==> src/hdl/rv_decode_pkg.sv <==
/*
 * shared RV64I decode types, base opcodes only
 * no RV64M, MISC_MEM and SYSTEM are recognized but not decoded further
 */

`default_nettype none

package rv_decode_pkg;

    // datapath widths
    localparam int xlen          = 64;
    localparam int inst_width    = 32;
    localparam int reg_idx_width = 5;

    // base opcodes, RISC-V encodings
    typedef enum logic [6:0] {
        OP_LUI      = 7'b0110111,
        OP_AUIPC    = 7'b0010111,
        OP_JAL      = 7'b1101111,
        OP_JALR     = 7'b1100111,
        OP_BRANCH   = 7'b1100011,
        OP_LOAD     = 7'b0000011,
        OP_STORE    = 7'b0100011,
        OP_OP_IMM   = 7'b0010011,
        OP_IMM_32   = 7'b0011011,
        OP_OP       = 7'b0110011,
        OP_OP_32    = 7'b0111011,
        OP_MISC_MEM = 7'b0001111,
        OP_SYSTEM   = 7'b1110011
    } opcode_t;

    // alu operation codes, same as OP/OP_IMM funct3
    typedef enum logic [2:0] {
        F3OP_ADD_SUB = 3'b000,
        F3OP_SLL     = 3'b001,
        F3OP_SLT     = 3'b010,
        F3OP_SLTU    = 3'b011,
        F3OP_XOR     = 3'b100,
        F3OP_SRX     = 3'b101,
        F3OP_OR      = 3'b110,
        F3OP_AND     = 3'b111
    } f3_op_t;

    // branch funct3, 010 and 011 are not defined
    typedef enum logic [2:0] {
        F3B_BEQ  = 3'b000,
        F3B_BNE  = 3'b001,
        F3B_BLT  = 3'b100,
        F3B_BGE  = 3'b101,
        F3B_BLTU = 3'b110,
        F3B_BGEU = 3'b111
    } f3_branch_t;

    // funct7 that turns add into sub
    localparam logic [6:0] funct7_sub = 7'b0100000;

    // when the execute stage takes the jump
    typedef enum logic [1:0] {
        JUMP_NO, JUMP_YES, JUMP_ALU_EQZ, JUMP_ALU_NEZ
    } jump_code_t;

    // immediate layout select
    typedef enum logic [2:0] {
        IMM_NONE, IMM_I, IMM_S, IMM_B, IMM_U, IMM_J
    } imm_fmt_t;

    // instruction word views, fields msb first
    typedef union packed {
        struct packed {
            logic [6:0] funct7;
            logic [reg_idx_width-1:0] rs2, rs1;
            logic [2:0] funct3;
            logic [reg_idx_width-1:0] rd;
            opcode_t opcode;
        } r_type;
        struct packed {
            logic [11:0] imm_11_0;
            logic [reg_idx_width-1:0] rs1;
            logic [2:0] funct3;
            logic [reg_idx_width-1:0] rd;
            opcode_t opcode;
        } i_type;
        struct packed {
            logic [6:0] imm_11_5;
            logic [reg_idx_width-1:0] rs2, rs1;
            logic [2:0] funct3;
            logic [4:0] imm_4_0;
            opcode_t opcode;
        } s_type;
        struct packed {
            logic imm_12;
            logic [5:0] imm_10_5;
            logic [reg_idx_width-1:0] rs2, rs1;
            logic [2:0] funct3;
            logic [3:0] imm_4_1;
            logic imm_11;
            opcode_t opcode;
        } b_type;
        struct packed {
            logic [19:0] imm_31_12;
            logic [reg_idx_width-1:0] rd;
            opcode_t opcode;
        } u_type;
        struct packed {
            logic imm_20;
            logic [9:0] imm_10_1;
            logic imm_11;
            logic [7:0] imm_19_12;
            logic [reg_idx_width-1:0] rd;
            opcode_t opcode;
        } j_type;
    } rv_inst_u;

endpackage

`default_nettype wire

==> src/hdl/decode_ctrl_if.sv <==
/*
 * decoded control fields, decoder to stage register
 * purely combinational bundle, no clock inside
 */

`timescale 1ns/100ps
`default_nettype none

interface decode_ctrl_if;
    import rv_decode_pkg::*;

    // register indices and their enables
    logic [reg_idx_width-1:0] rs1, rs2, rd;
    logic en_rs1, en_rs2, en_rd;
    // alu controls
    logic [2:0] funct3;
    logic [6:0] funct7;
    logic alu_use_immed, alu_width_32, keep_pc_plus_immed;
    // jump controls
    jump_code_t jump_if;
    logic jump_absolute;
    logic illegal;

    modport src (output rs1, rs2, rd, en_rs1, en_rs2, en_rd, funct3, funct7,
                 alu_use_immed, alu_width_32, keep_pc_plus_immed,
                 jump_if, jump_absolute, illegal);

    modport dst (input rs1, rs2, rd, en_rs1, en_rs2, en_rd, funct3, funct7,
                 alu_use_immed, alu_width_32, keep_pc_plus_immed,
                 jump_if, jump_absolute, illegal);
endinterface

`default_nettype wire

==> src/hdl/imm_gen.sv <==
/*
 * immediate builder, combinational
 * all formats sign-extended from inst[31], IMM_NONE gives zero
 */

`timescale 1ns/100ps
`default_nettype none

module imm_gen (
    input  rv_decode_pkg::rv_inst_u            inst,
    input  rv_decode_pkg::imm_fmt_t            imm_fmt,
    output logic [rv_decode_pkg::xlen-1:0]     imm
);
    import rv_decode_pkg::*;

    logic [xlen-1:0] imm_i, imm_s, imm_b, imm_u, imm_j;

    // 12 bit, straight field
    assign imm_i = {{(xlen-12){inst.i_type.imm_11_0[11]}}, inst.i_type.imm_11_0};

    // split around rd position
    assign imm_s = {{(xlen-12){inst.s_type.imm_11_5[6]}},
                    inst.s_type.imm_11_5, inst.s_type.imm_4_0};

    // 13 bit, halfword aligned
    assign imm_b = {{(xlen-13){inst.b_type.imm_12}}, inst.b_type.imm_12,
                    inst.b_type.imm_11, inst.b_type.imm_10_5,
                    inst.b_type.imm_4_1, 1'b0};

    // upper 20, low 12 zero
    assign imm_u = {{(xlen-32){inst.u_type.imm_31_12[19]}},
                    inst.u_type.imm_31_12, 12'b0};

    // 21 bit, scrambled jal layout
    assign imm_j = {{(xlen-21){inst.j_type.imm_20}}, inst.j_type.imm_20,
                    inst.j_type.imm_19_12, inst.j_type.imm_11,
                    inst.j_type.imm_10_1, 1'b0};

    always_comb begin
        case (imm_fmt)
            IMM_I:   imm = imm_i;
            IMM_S:   imm = imm_s;
            IMM_B:   imm = imm_b;
            IMM_U:   imm = imm_u;
            IMM_J:   imm = imm_j;
            default: imm = '0;
        endcase
    end
endmodule

`default_nettype wire

==> src/hdl/decode_ctrl.sv <==
/*
 * RV64I opcode table, combinational
 * unknown opcodes and branch funct3 010/011 flag illegal
 * MISC_MEM and SYSTEM only decode to "no operands"
 */

`timescale 1ns/100ps
`default_nettype none

module decode_ctrl (
    input  rv_decode_pkg::rv_inst_u  inst,
    output rv_decode_pkg::imm_fmt_t  imm_fmt,
    decode_ctrl_if.src               ctl
);
    import rv_decode_pkg::*;

    // used registers as {rs1, rs2, rd}
    logic [2:0] used;
    logic [reg_idx_width-1:0] rs1_idx;
    f3_branch_t br_f3;

    assign br_f3 = f3_branch_t'(inst.b_type.funct3);

    always_comb begin
        // defaults, overridden per opcode below
        rs1_idx                = inst.r_type.rs1;
        used                   = 3'b000;
        imm_fmt                = IMM_NONE;
        ctl.funct3             = inst.r_type.funct3;
        ctl.funct7             = inst.r_type.funct7;
        ctl.alu_use_immed      = 1'b0;
        ctl.alu_width_32       = 1'b0;
        ctl.keep_pc_plus_immed = 1'b0;
        ctl.jump_if            = JUMP_NO;
        ctl.jump_absolute      = 1'b0;
        ctl.illegal            = 1'b0;

        case (inst.r_type.opcode)
            OP_LUI, OP_AUIPC: begin
                // alu computes 0 + imm
                imm_fmt           = IMM_U;
                rs1_idx           = '0;
                used              = 3'b001;
                ctl.funct3        = F3OP_ADD_SUB;
                ctl.funct7        = '0;
                ctl.alu_use_immed = 1'b1;
                // pc adder result replaces alu result
                ctl.keep_pc_plus_immed = (inst.r_type.opcode == OP_AUIPC);
            end
            OP_JAL: begin
                imm_fmt           = IMM_J;
                rs1_idx           = '0;
                used              = 3'b001;
                ctl.funct3        = F3OP_ADD_SUB;
                ctl.funct7        = '0;
                ctl.alu_use_immed = 1'b1;
                // pc relative target
                ctl.jump_if       = JUMP_YES;
            end
            OP_JALR: begin
                imm_fmt           = IMM_I;
                used              = 3'b101;
                ctl.funct3        = F3OP_ADD_SUB;
                ctl.funct7        = '0;
                ctl.alu_use_immed = 1'b1;
                // target is rs1 + imm from alu
                ctl.jump_if       = JUMP_YES;
                ctl.jump_absolute = 1'b1;
            end
            OP_BRANCH: begin
                imm_fmt    = IMM_B;
                used       = 3'b110;
                ctl.funct7 = '0;
                // alu compares rs1 with rs2, jump tests the result
                case (br_f3)
                    F3B_BEQ, F3B_BNE: begin
                        ctl.funct3  = F3OP_ADD_SUB;
                        ctl.funct7  = funct7_sub;
                        ctl.jump_if = (br_f3 == F3B_BEQ) ? JUMP_ALU_EQZ : JUMP_ALU_NEZ;
                    end
                    F3B_BLT, F3B_BGE: begin
                        ctl.funct3  = F3OP_SLT;
                        ctl.jump_if = (br_f3 == F3B_BLT) ? JUMP_ALU_NEZ : JUMP_ALU_EQZ;
                    end
                    F3B_BLTU, F3B_BGEU: begin
                        ctl.funct3  = F3OP_SLTU;
                        ctl.jump_if = (br_f3 == F3B_BLTU) ? JUMP_ALU_NEZ : JUMP_ALU_EQZ;
                    end
                    default: ctl.illegal = 1'b1;
                endcase
            end
            OP_LOAD, OP_STORE: begin
                // alu forms the address rs1 + imm
                imm_fmt           = (inst.r_type.opcode == OP_LOAD) ? IMM_I : IMM_S;
                used              = (inst.r_type.opcode == OP_LOAD) ? 3'b101 : 3'b110;
                ctl.funct3        = F3OP_ADD_SUB;
                ctl.funct7        = '0;
                ctl.alu_use_immed = 1'b1;
            end
            OP_OP_IMM, OP_IMM_32: begin
                // funct7 kept, it selects srai
                imm_fmt           = IMM_I;
                used              = 3'b101;
                ctl.alu_use_immed = 1'b1;
                ctl.alu_width_32  = (inst.r_type.opcode == OP_IMM_32);
            end
            OP_OP, OP_OP_32: begin
                used             = 3'b111;
                ctl.alu_width_32 = (inst.r_type.opcode == OP_OP_32);
            end
            OP_MISC_MEM, OP_SYSTEM: begin
                ctl.funct7 = '0;
            end
            default: ctl.illegal = 1'b1;
        endcase

        // illegal leaves nothing active downstream
        if (ctl.illegal) begin
            used                   = 3'b000;
            imm_fmt                = IMM_NONE;
            ctl.alu_use_immed      = 1'b0;
            ctl.alu_width_32       = 1'b0;
            ctl.keep_pc_plus_immed = 1'b0;
            ctl.jump_if            = JUMP_NO;
            ctl.jump_absolute      = 1'b0;
        end

        ctl.rs1 = rs1_idx;
        ctl.rs2 = inst.r_type.rs2;
        ctl.rd  = inst.r_type.rd;
        // x0 never needs hazard checks or writeback
        ctl.en_rs1 = used[2] && (rs1_idx != '0);
        ctl.en_rs2 = used[1] && (inst.r_type.rs2 != '0);
        ctl.en_rd  = used[0] && (inst.r_type.rd != '0);
    end
endmodule

`default_nettype wire

==> src/hdl/decode_out_reg.sv <==
/*
 * decode stage register, one word per cycle, no back-pressure
 * reset clears valid and control, payload holds while inst_valid is low
 */

`timescale 1ns/100ps
`default_nettype none

module decode_out_reg (
    input  logic                                   clk,
    input  logic                                   reset,
    input  logic                                   inst_valid,
    input  logic [rv_decode_pkg::xlen-1:0]         imm,
    decode_ctrl_if.dst                             ctl,
    output logic                                   out_valid,
    output logic [rv_decode_pkg::xlen-1:0]         imm_q,
    output logic [rv_decode_pkg::reg_idx_width-1:0] rs1, rs2, rd,
    output logic                                   en_rs1, en_rs2, en_rd,
    output logic [2:0]                             funct3,
    output logic [6:0]                             funct7,
    output logic                                   alu_use_immed, alu_width_32,
    output logic                                   keep_pc_plus_immed,
    output rv_decode_pkg::jump_code_t              jump_if,
    output logic                                   jump_absolute,
    output logic                                   illegal
);
    import rv_decode_pkg::*;

    // control, cleared by reset
    always_ff @(posedge clk) begin
        if (reset) begin
            out_valid          <= 1'b0;
            {en_rs1, en_rs2, en_rd} <= 3'b000;
            alu_use_immed      <= 1'b0;
            alu_width_32       <= 1'b0;
            keep_pc_plus_immed <= 1'b0;
            jump_if            <= JUMP_NO;
            jump_absolute      <= 1'b0;
            illegal            <= 1'b0;
        end else begin
            out_valid <= inst_valid;
            if (inst_valid) begin
                {en_rs1, en_rs2, en_rd} <= {ctl.en_rs1, ctl.en_rs2, ctl.en_rd};
                alu_use_immed      <= ctl.alu_use_immed;
                alu_width_32       <= ctl.alu_width_32;
                keep_pc_plus_immed <= ctl.keep_pc_plus_immed;
                jump_if            <= ctl.jump_if;
                jump_absolute      <= ctl.jump_absolute;
                illegal            <= ctl.illegal;
            end
        end
    end

    // payload
    always_ff @(posedge clk) begin
        if (inst_valid) begin
            imm_q  <= imm;
            rs1    <= ctl.rs1;
            rs2    <= ctl.rs2;
            rd     <= ctl.rd;
            funct3 <= ctl.funct3;
            funct7 <= ctl.funct7;
        end
    end
endmodule

`default_nettype wire

==> src/hdl/rv_decoder.sv <==
/*
 * RV64I decode stage top, one cycle latency
 * every valid word is accepted, no ready
 */

`timescale 1ns/100ps
`default_nettype none

module rv_decoder (
    input  logic                                   clk,
    input  logic                                   reset,
    input  logic                                   inst_valid,
    input  logic [rv_decode_pkg::inst_width-1:0]   inst,
    output logic                                   out_valid,
    output logic [rv_decode_pkg::xlen-1:0]         imm,
    output logic [rv_decode_pkg::reg_idx_width-1:0] rs1, rs2, rd,
    output logic                                   en_rs1, en_rs2, en_rd,
    output logic [2:0]                             funct3,
    output logic [6:0]                             funct7,
    output logic                                   alu_use_immed, alu_width_32,
    output logic                                   keep_pc_plus_immed,
    output rv_decode_pkg::jump_code_t              jump_if,
    output logic                                   jump_absolute,
    output logic                                   illegal
);
    import rv_decode_pkg::*;

    imm_fmt_t        imm_fmt;
    logic [xlen-1:0] imm_comb;

    decode_ctrl_if ctl_bus ();

    // opcode table
    decode_ctrl u_ctrl (
        .inst    (rv_inst_u'(inst)),
        .imm_fmt (imm_fmt),
        .ctl     (ctl_bus.src)
    );

    // immediate from format chosen above
    imm_gen u_imm (
        .inst    (rv_inst_u'(inst)),
        .imm_fmt (imm_fmt),
        .imm     (imm_comb)
    );

    decode_out_reg u_reg (
        .clk                (clk),
        .reset              (reset),
        .inst_valid         (inst_valid),
        .imm                (imm_comb),
        .ctl                (ctl_bus.dst),
        .out_valid          (out_valid),
        .imm_q              (imm),
        .rs1                (rs1),
        .rs2                (rs2),
        .rd                 (rd),
        .en_rs1             (en_rs1),
        .en_rs2             (en_rs2),
        .en_rd              (en_rd),
        .funct3             (funct3),
        .funct7             (funct7),
        .alu_use_immed      (alu_use_immed),
        .alu_width_32       (alu_width_32),
        .keep_pc_plus_immed (keep_pc_plus_immed),
        .jump_if            (jump_if),
        .jump_absolute      (jump_absolute),
        .illegal            (illegal)
    );
endmodule

`default_nettype wire

==> config.mk <==
export PLATFORM = sky130hd
export DESIGN_NAME = rv_decoder
export DESIGN_NICKNAME = d
export VERILOG_FILES = /design/src/hdl/rv_decode_pkg.sv /design/src/hdl/decode_ctrl_if.sv /design/src/hdl/imm_gen.sv /design/src/hdl/decode_ctrl.sv /design/src/hdl/decode_out_reg.sv /design/src/hdl/rv_decoder.sv
export SDC_FILE = /design/constraint.sdc
export NUM_CORES = 1
export LEC_CHECK = 0
export BUFFER_PORTS_ARGS = -buffer_cell sky130_fd_sc_hd__buf_4
export CAP_MARGIN = 25
export CORE_AREA = 2 2 85 87
export CTS_BUF_LIST = sky130_fd_sc_hd__clkbuf_4 sky130_fd_sc_hd__clkbuf_8
export CTS_CLUSTER_DIAMETER = 30
export DETAILED_ROUTE_END_ITERATION = 12
export DIE_AREA = 0 0 87 89
export GPL_ROUTABILITY_DRIVEN = 0
export GPL_TIMING_DRIVEN = 0
export PLACE_DENSITY = 0.89
export SYNTH_ARGS = -nofsm -noshare
export SYNTH_HDL_FRONTEND = slang
export SYNTH_SLANG_ARGS = --single-unit
==> constraint.sdc <==
create_clock -name clk -period 2.2 [get_ports clk]
set_input_delay 0.44 -clock clk [delete_from_list [all_inputs] [get_ports clk]]
set_output_delay 0.44 -clock clk [all_outputs]
set_load 0.01 [all_outputs]
==> results of run 1 <==
==> metrics by stage <==
| stage | power [W] | hold WS, ns | cells | util (%) | area (sq um) |
|---|---|---|---|---|---|
| after floorplan | 0.00174 | 0.478 | 302 | - | 3290 |
| after global placement | 0.00201 | 0.439 | 514 | 65.2 | 4380 |
| after detailed placement | 0.00203 | 0.445 | 514 | 65.2 | 4380 |
| after CTS | 0.00328 | 0.280 | 530 | 68.9 | 4630 |
| after global routing | 0.00338 | 0.275 | 531 | 69.1 | 4640 |
| final | 0.00326 | 0.294 | 531 | 69.1 | 4640 |
==> per-layer routing <==
layer	up-vias	GRT usage [%]	part of all wire [%]
met5	-	0	0
met4	0	10.4	2.6
met3	21	6.83	8.5
met2	153	38.6	50
met1	1333	25.4	38
li1	1342	-	-
==> area by class of cell <==
cell class / instances / area (sq um) / area share, %
Buffer: 46 / 303 / 6.53
Tap cell: 80 / 100 / 2.16
Timing Repair Buffer: 133 / 1000 / 21.6
Sequential cell: 68 / 1930 / 41.6
Clock buffer: 9 / 124 / 2.67
Clock inverter: 7 / 123 / 2.64
Inverter: 8 / 30.0 / 0.647
Multi-Input combinational cell: 180 / 1030 / 22.1
==> cells by family after synthesis <==
kind of cell,Yosys count,synth area share [%]
simple gates,112,17.7
flops,68,58.7
compound gates,66,12.9
buf+inv,54,10.1
xor+xnor,1,0.266
mux,1,0.304
==> registers in the layout (all words and copies together), names as in the netlist, 2 cells and up <==
register,flops
u_reg.rs1,5
u_reg.funct7,7
u_reg.rs2,5
u_reg.jump_if,2
u_reg.funct3,3
u_reg.imm_q,32
u_reg.rd,5
==> how the worst min path moves through the flow <==
stage,depth (start not counted),end,from,slack (ns)
floorplan,2,u_reg.en_rs1,u_reg.en_rs1,0.48
global placement,2,u_reg.en_rs2,u_reg.en_rs2,0.44
detailed placement,2,u_reg.en_rs2,u_reg.en_rs2,0.45
CTS,1,u_reg.rd[3],inst[10],0.28
global route,1,u_reg.rd[1],inst[8],0.28
finish,1,u_reg.rd[1],inst[8],0.29
==> report_power, final <==
part           total [W]  internal, W  switching [W]
Sequential       0.00150      0.00148      0.0000281
Clock            0.00126     0.000758       0.000500
Combinational   0.000502     0.000254       0.000247
Total            0.00326      0.00249       0.000776
==> worst reg2reg max path, delay by kind of cell (launching register included) <==
kind                   cells  cell delay, ns
buffers and inverters      1            0.06
DFF                        1            0.35
AOI/OAI and AO/OA          1            0.29
==> repair_timing <==
item / in CTS / in global routing
setup buffers: 0 / 1
setup endpoints to repair: 0 / 32
hold buffers: 0 / 0
==> cells in the final DEF, fill, tap and decap left out, drive strengths merged, types with 2 or more instances in the layout <==
cell type and n:
nor2b 8, and2 13, or4 3, a22oi 4, nand3 8, bufinv 3
nand4 3, nand2 41, clkbuf 17, buf 171, o21ai 25, a21oi 14
o211ai 5, nor3 2, nor2 14, nand2b 9, edfxtp 57, o31ai 4
dfxtp 11, nor3b 3, o32ai 2, clkinvlp 2, inv 9
==> impl_metrics.env, run 1 <==
export IMPL_status="completed"
export IMPL_antenna_found_initial=0
export IMPL_clock_fmax_mhz=500
export IMPL_cpMostUsedCell="buf_4"
export IMPL_yosysWarnings=0
export IMPL_synth_area_sq_mm=0.00329
export IMPL_endpoint="imm[50]"
export IMPL_ioPinCount=135
export IMPL_powerDensity_mw_per_mm2=704
export IMPL_yosys_area_top_type_share_pct=52.0
export IMPL_syn_nets=337
export IMPL_timing_slew_headroom_pct=48.1
export IMPL_htreeDepth=3
export IMPL_synth_cells=302
export IMPL_initial_core_util_pct=49.0
export IMPL_grt_max_degree=65
export IMPL_cp_cell_sequence="buf_6 > buf_4 > buf_4"
export IMPL_setup_violations=0
export IMPL_die_h_um=89
export IMPL_rsz0062_at_grt="no"
export IMPL_port_buffer_count=132
export IMPL_cts_reportedPaths_clkPinSlew_ns=0.08
export IMPL_grt_total_usage_pct=22.3
export IMPL_fin_tns_setup_ns=0
export IMPL_cp_top_family="flip-flops"
export IMPL_clk_path_buf_depth=2
export IMPL_setup_ws_ns=0.200
export IMPL_critPathLaunch="u_reg.imm_q[62]"
export IMPL_cts_num_sinks=68
export IMPL_filler_cell_count=492
export IMPL_synth_edf_count=57
export IMPL_root_buffer="clkbuf_8"
export IMPL_antenna_cells=0
export IMPL_critPathLaunchType="flop"
export IMPL_hold_class="input pin to flop"
export IMPL_drive_gt1_share_pct=43.2
export IMPL_wl_per_cell_um=16.3
export IMPL_yosysMostFrequentCell="edfxtp_1"
export IMPL_slowest_delay_ns=0.74
export IMPL_cts_tree="done"
export IMPL_rr_startpoint="u_reg.en_rd"
export IMPL_rr_worst_depth=2
export IMPL_crit_required_ns=1.76
export IMPL_yosysTopAreaCell="edfxtp_1"
export IMPL_die_area_sq_mm=0.00774
export IMPL_ir_drop_v=0.000434
export IMPL_r2r_end="u_reg.en_rd"
export IMPL_rrSetupSlack_ns=1.40
export IMPL_place_hpwl_um=6210
export IMPL_report_final_slew_viol_count=0
export IMPL_seq_area_frac_synth_pct=58.7
export IMPL_grt_overflow_total=0
export IMPL_path_max_fanout=18
export IMPL_cts_resized=0
export IMPL_synthArstFlopShare_pct=0
export IMPL_synth_ff_type="edfxtp_1"
export IMPL_synth_cell_type_count=48
export IMPL_drc=0
export IMPL_syn_to_final_growth_pct=41.0
export IMPL_maxCapViolCount=0
export IMPL_worstSkewPairLatency_ns=0.33
export IMPL_core_area_sq_mm=0.00672
export IMPL_num_rows=30
export IMPL_slowest_stage="edfxtp_1"
export IMPL_route_vias_total=2849
export IMPL_hold_viol=0
export IMPL_period_needed_ns=2.00
export IMPL_dr_pass1_iters=6
export IMPL_arrival_ns=1.56
export IMPL_avgSynthCellArea_sq_um=10.9
export IMPL_worst_path_buf_inv=3
export IMPL_final_min_period_over_clock_period_pct=90.9
export IMPL_leakage_nw=1.98
export IMPL_grt_pass1_vias=2711
export IMPL_cts_buffers_inserted=9
export IMPL_cp_end_kind="output port"
export IMPL_synth_commonest_cells="edfxtp_1 (57), nand2_1 (40), buf_4 (33)"
export IMPL_die_x_um=87
export IMPL_path_depth=3
export IMPL_drt_initial_drc_count=196
export IMPL_routed_via_density=5.37
export IMPL_ys_ff_latch=68
export IMPL_worstMarginPinSlew_ns=0.778
export IMPL_post_place_ws_ns=-0.0512
export IMPL_postRouteAntennaNets=0
export IMPL_skew_ns=0
export IMPL_crit_type="flop to output port"
export IMPL_nets=481
export IMPL_routed_wl_um=8660
export IMPL_grt_pass1_wl_um=13200
export IMPL_ys_top_cells_by_area="edfxtp_1 (52%), buf_4 (7.5%), dfxtp_1 (6.7%)"
(Power assumes the default switching activity.)
==> inputs of run 2 (changes only) <==
--- a/config.mk
+++ b/config.mk
@@ -5,6 +5,7 @@
 export SDC_FILE = /design/constraint.sdc
 export NUM_CORES = 1
 export LEC_CHECK = 0
+export ABC_AREA = 1
 export BUFFER_PORTS_ARGS = -buffer_cell sky130_fd_sc_hd__buf_4
 export CAP_MARGIN = 25
 export CORE_AREA = 2 2 85 87
==> run 2 against run 1 <==
  * Critical path depth unchanged
  * Clock-buffer cell count unchanged
  * Synthesized cell count grew 10%
  * Clock power down 20%
  * First-iteration DRC count grew 8.2%
  * Critical endpoint is now imm[39]
  * Global-route usage shrank 1.6 points
  * Maximum frequency up 2.8%
  * Clock skew unchanged
  * Register-to-register slack improved by 0.16 ns
  * Combinational power shrank 3%
  * Die area unchanged
  * Sequential power barely moved
==> impl_metrics.env, run 2 <==
export IMPL_core_area_sq_mm=0.00672
export IMPL_routed_wl_um=8110
export IMPL_syn_to_final_growth_pct=39.5
export IMPL_synth_ff_type="edfxtp_1"
export IMPL_maxCapViolCount=0
export IMPL_ioPinCount=135
export IMPL_synth_simple_area_share_pct=20.1
export IMPL_cts_resized=0
export IMPL_post_cts_buffers=0
export IMPL_drt_initial_drc_count=212
export IMPL_synthAdderAreaFrac_pct=0
export IMPL_die_x_um=87
export IMPL_report_final_slew_viol_count=0
export IMPL_postRouteAntennaNets=0
export IMPL_grt_total_usage_pct=20.7
export IMPL_arrival_ns=1.51
export IMPL_largest_register_ffs=32
export IMPL_setup_violations=0
export IMPL_final_min_period_over_clock_period_pct=88.4
export IMPL_period_needed_ns=1.95
export IMPL_synth_cell_type_count=28
export IMPL_crit_type="flop to output port"
export IMPL_initial_core_util_pct=49.0
export IMPL_port_buffer_count=133
export IMPL_use_met2_pct=33.6
export IMPL_place_inst=546
export IMPL_hold_viol=0
export IMPL_synthArstFlopShare_pct=0
export IMPL_avgSynthCellArea_sq_um=9.89
export IMPL_rsz0062_at_grt="no"
export IMPL_seq_area_frac_synth_pct=58.7
export IMPL_antenna_found_initial=0
export IMPL_num_rows=30
export IMPL_die_h_um=89
export IMPL_root_buffer="clkbuf_8"
export IMPL_cts_buffers_inserted=9
export IMPL_dr_pass1_iters=4
export IMPL_clk_path_buf_depth=2
export IMPL_yosys_area_top_type_share_pct=52.0
export IMPL_layout_cells_non_filler=563
export IMPL_path_max_fanout=18
export IMPL_worstSkewPairLatency_ns=0.34
export IMPL_skew_ns=0
export IMPL_htreeDepth=3
export IMPL_nets=513
export IMPL_powerDensity_mw_per_mm2=655
export IMPL_grt_pass1_vias=2614
export IMPL_rrSetupSlack_ns=1.56
export IMPL_die_area_sq_mm=0.00774
export IMPL_yosysMostFrequentCell="nand2_1"
export IMPL_cts_num_sinks=68
export IMPL_synth_area_sq_mm=0.00329
export IMPL_timing_slew_headroom_pct=51.0
export IMPL_yosysTopAreaCell="edfxtp_1"
export IMPL_grt_use_met1_pct=24.8
export IMPL_wl_per_cell_um=14.4
export IMPL_gr_max_usage_layer="met2"
export IMPL_worstMarginPinSlew_ns=0.734
export IMPL_regMostFlops="u_reg.imm_q"
export IMPL_clock_fmax_mhz=514
export IMPL_ir_drop_v=0.000290
export IMPL_syn_nets=368
export IMPL_place_hpwl_um=6010
export IMPL_layout_common_cells="buf_4 (166), nand2_1 (66), edfxtp_1 (57)"
export IMPL_final_common_cell="buf_4"
export IMPL_synth_cells=333
export IMPL_hold_class="input pin to flop"
export IMPL_synth_commonest_cells="nand2_1 (66), edfxtp_1 (57), nor2_1 (34)"
export IMPL_fin_tns_setup_ns=0
export IMPL_reg_top3="u_reg.imm_q: 32 flops, u_reg.funct7: 7 flops"
export IMPL_grt_max_degree=60
export IMPL_route_vias_total=2870
export IMPL_crit_required_ns=1.76
export IMPL_antenna_cells=0
export IMPL_critPathLaunchType="flop"
export IMPL_cp_end_kind="output port"
export IMPL_grt_pass1_wl_um=12100
export IMPL_postCtsHoldBufs=0
export IMPL_drive_gt1_share_pct=43.7
export IMPL_synth_edf_count=57
export IMPL_cts_reportedPaths_clkPinSlew_ns=0.08
export IMPL_yosysWarnings=0
export IMPL_synth_compound_area_share_pct=8.44
export IMPL_ys_top_cells_by_area="edfxtp_1 (52%), buf_4 (7.5%), nand2_1 (7.5%)"
export IMPL_leakage_nw=2.23
export IMPL_p_total_w=0.00301
export IMPL_grt_overflow_total=0
export IMPL_routed_via_density=5.10
export IMPL_use_met3_pct=6.37
export IMPL_cts_tree="done"
export IMPL_drc=0
export IMPL_ys_ff_latch=68
export IMPL_holdWs_ns=0.266
export IMPL_status="completed"
export IMPL_synth_xor_area_share_pct=0
export IMPL_synth_top_family_by_area="simple AND/OR/NAND/NOR gates"
export IMPL_synthMuxAreaShare_pct=0
run 2: path summary, 6_finish.rpt:
check / from / end / cells after the start
setup / recovery: u_reg.imm_q[62] / imm[39] / 3
hold / removal: inst[7] / u_reg.rd[0] / 1
setup reg to reg: u_reg.illegal / u_reg.illegal / 2
hold reg to reg: u_reg.jump_absolute / u_reg.jump_absolute / 2
run 2: layout make-up:
type	instances	area, sq um
clock buffer	9	124
clock inverter	7	66.3
tap	80	100
fill	511	2130
timing repair buffer	134	1010
sequential	68	1930
buffer	40	287
inverter	36	135
multi-input combinational	189	938
run 2: layer usage:
metal / routed length (um) / up-vias
met2: 3950 / 157
met5: 0 / -
met3: 754 / 16
met4: 224 / 0
met1: 3180 / 1309
li1: - / 1388
run 2: logic make-up (layout without fill, tap and decap cells):
family | after synthesis | after routing
flip-flops | 68 | 68
AO/OA/AOI/OAI | 47 | 47
AND/OR/NAND/NOR | 142 | 142
buffers and inverters | 76 | 226
run 2: metrics by stage:
step	utilization (%)	instance area (sq um)	setup slack, ns
2_1_floorplan	-	3290	0.669
3_3_place_gp	65.3	4390	0.380
3_5_place_dp	65.3	4390	0.323
4_1_cts	68.2	4580	0.0540
5_1_grt	68.3	4590	0.129
6_report	68.3	4590	0.254
run 2: where the power goes:
part	internal (W)	leakage, nW	switching (W)
registers	0.00148	0.638	0.0000307
clock network	0.000517	0.0907	0.000492
logic	0.000252	1.50	0.000234
total	0.00225	2.23	0.000757
run 2: worst max-delay path, stage by stage, from the launching register on:
cell      delay, ns
edfxtp_1       0.69
buf_6          0.24
buf_4          0.12
buf_4          0.11
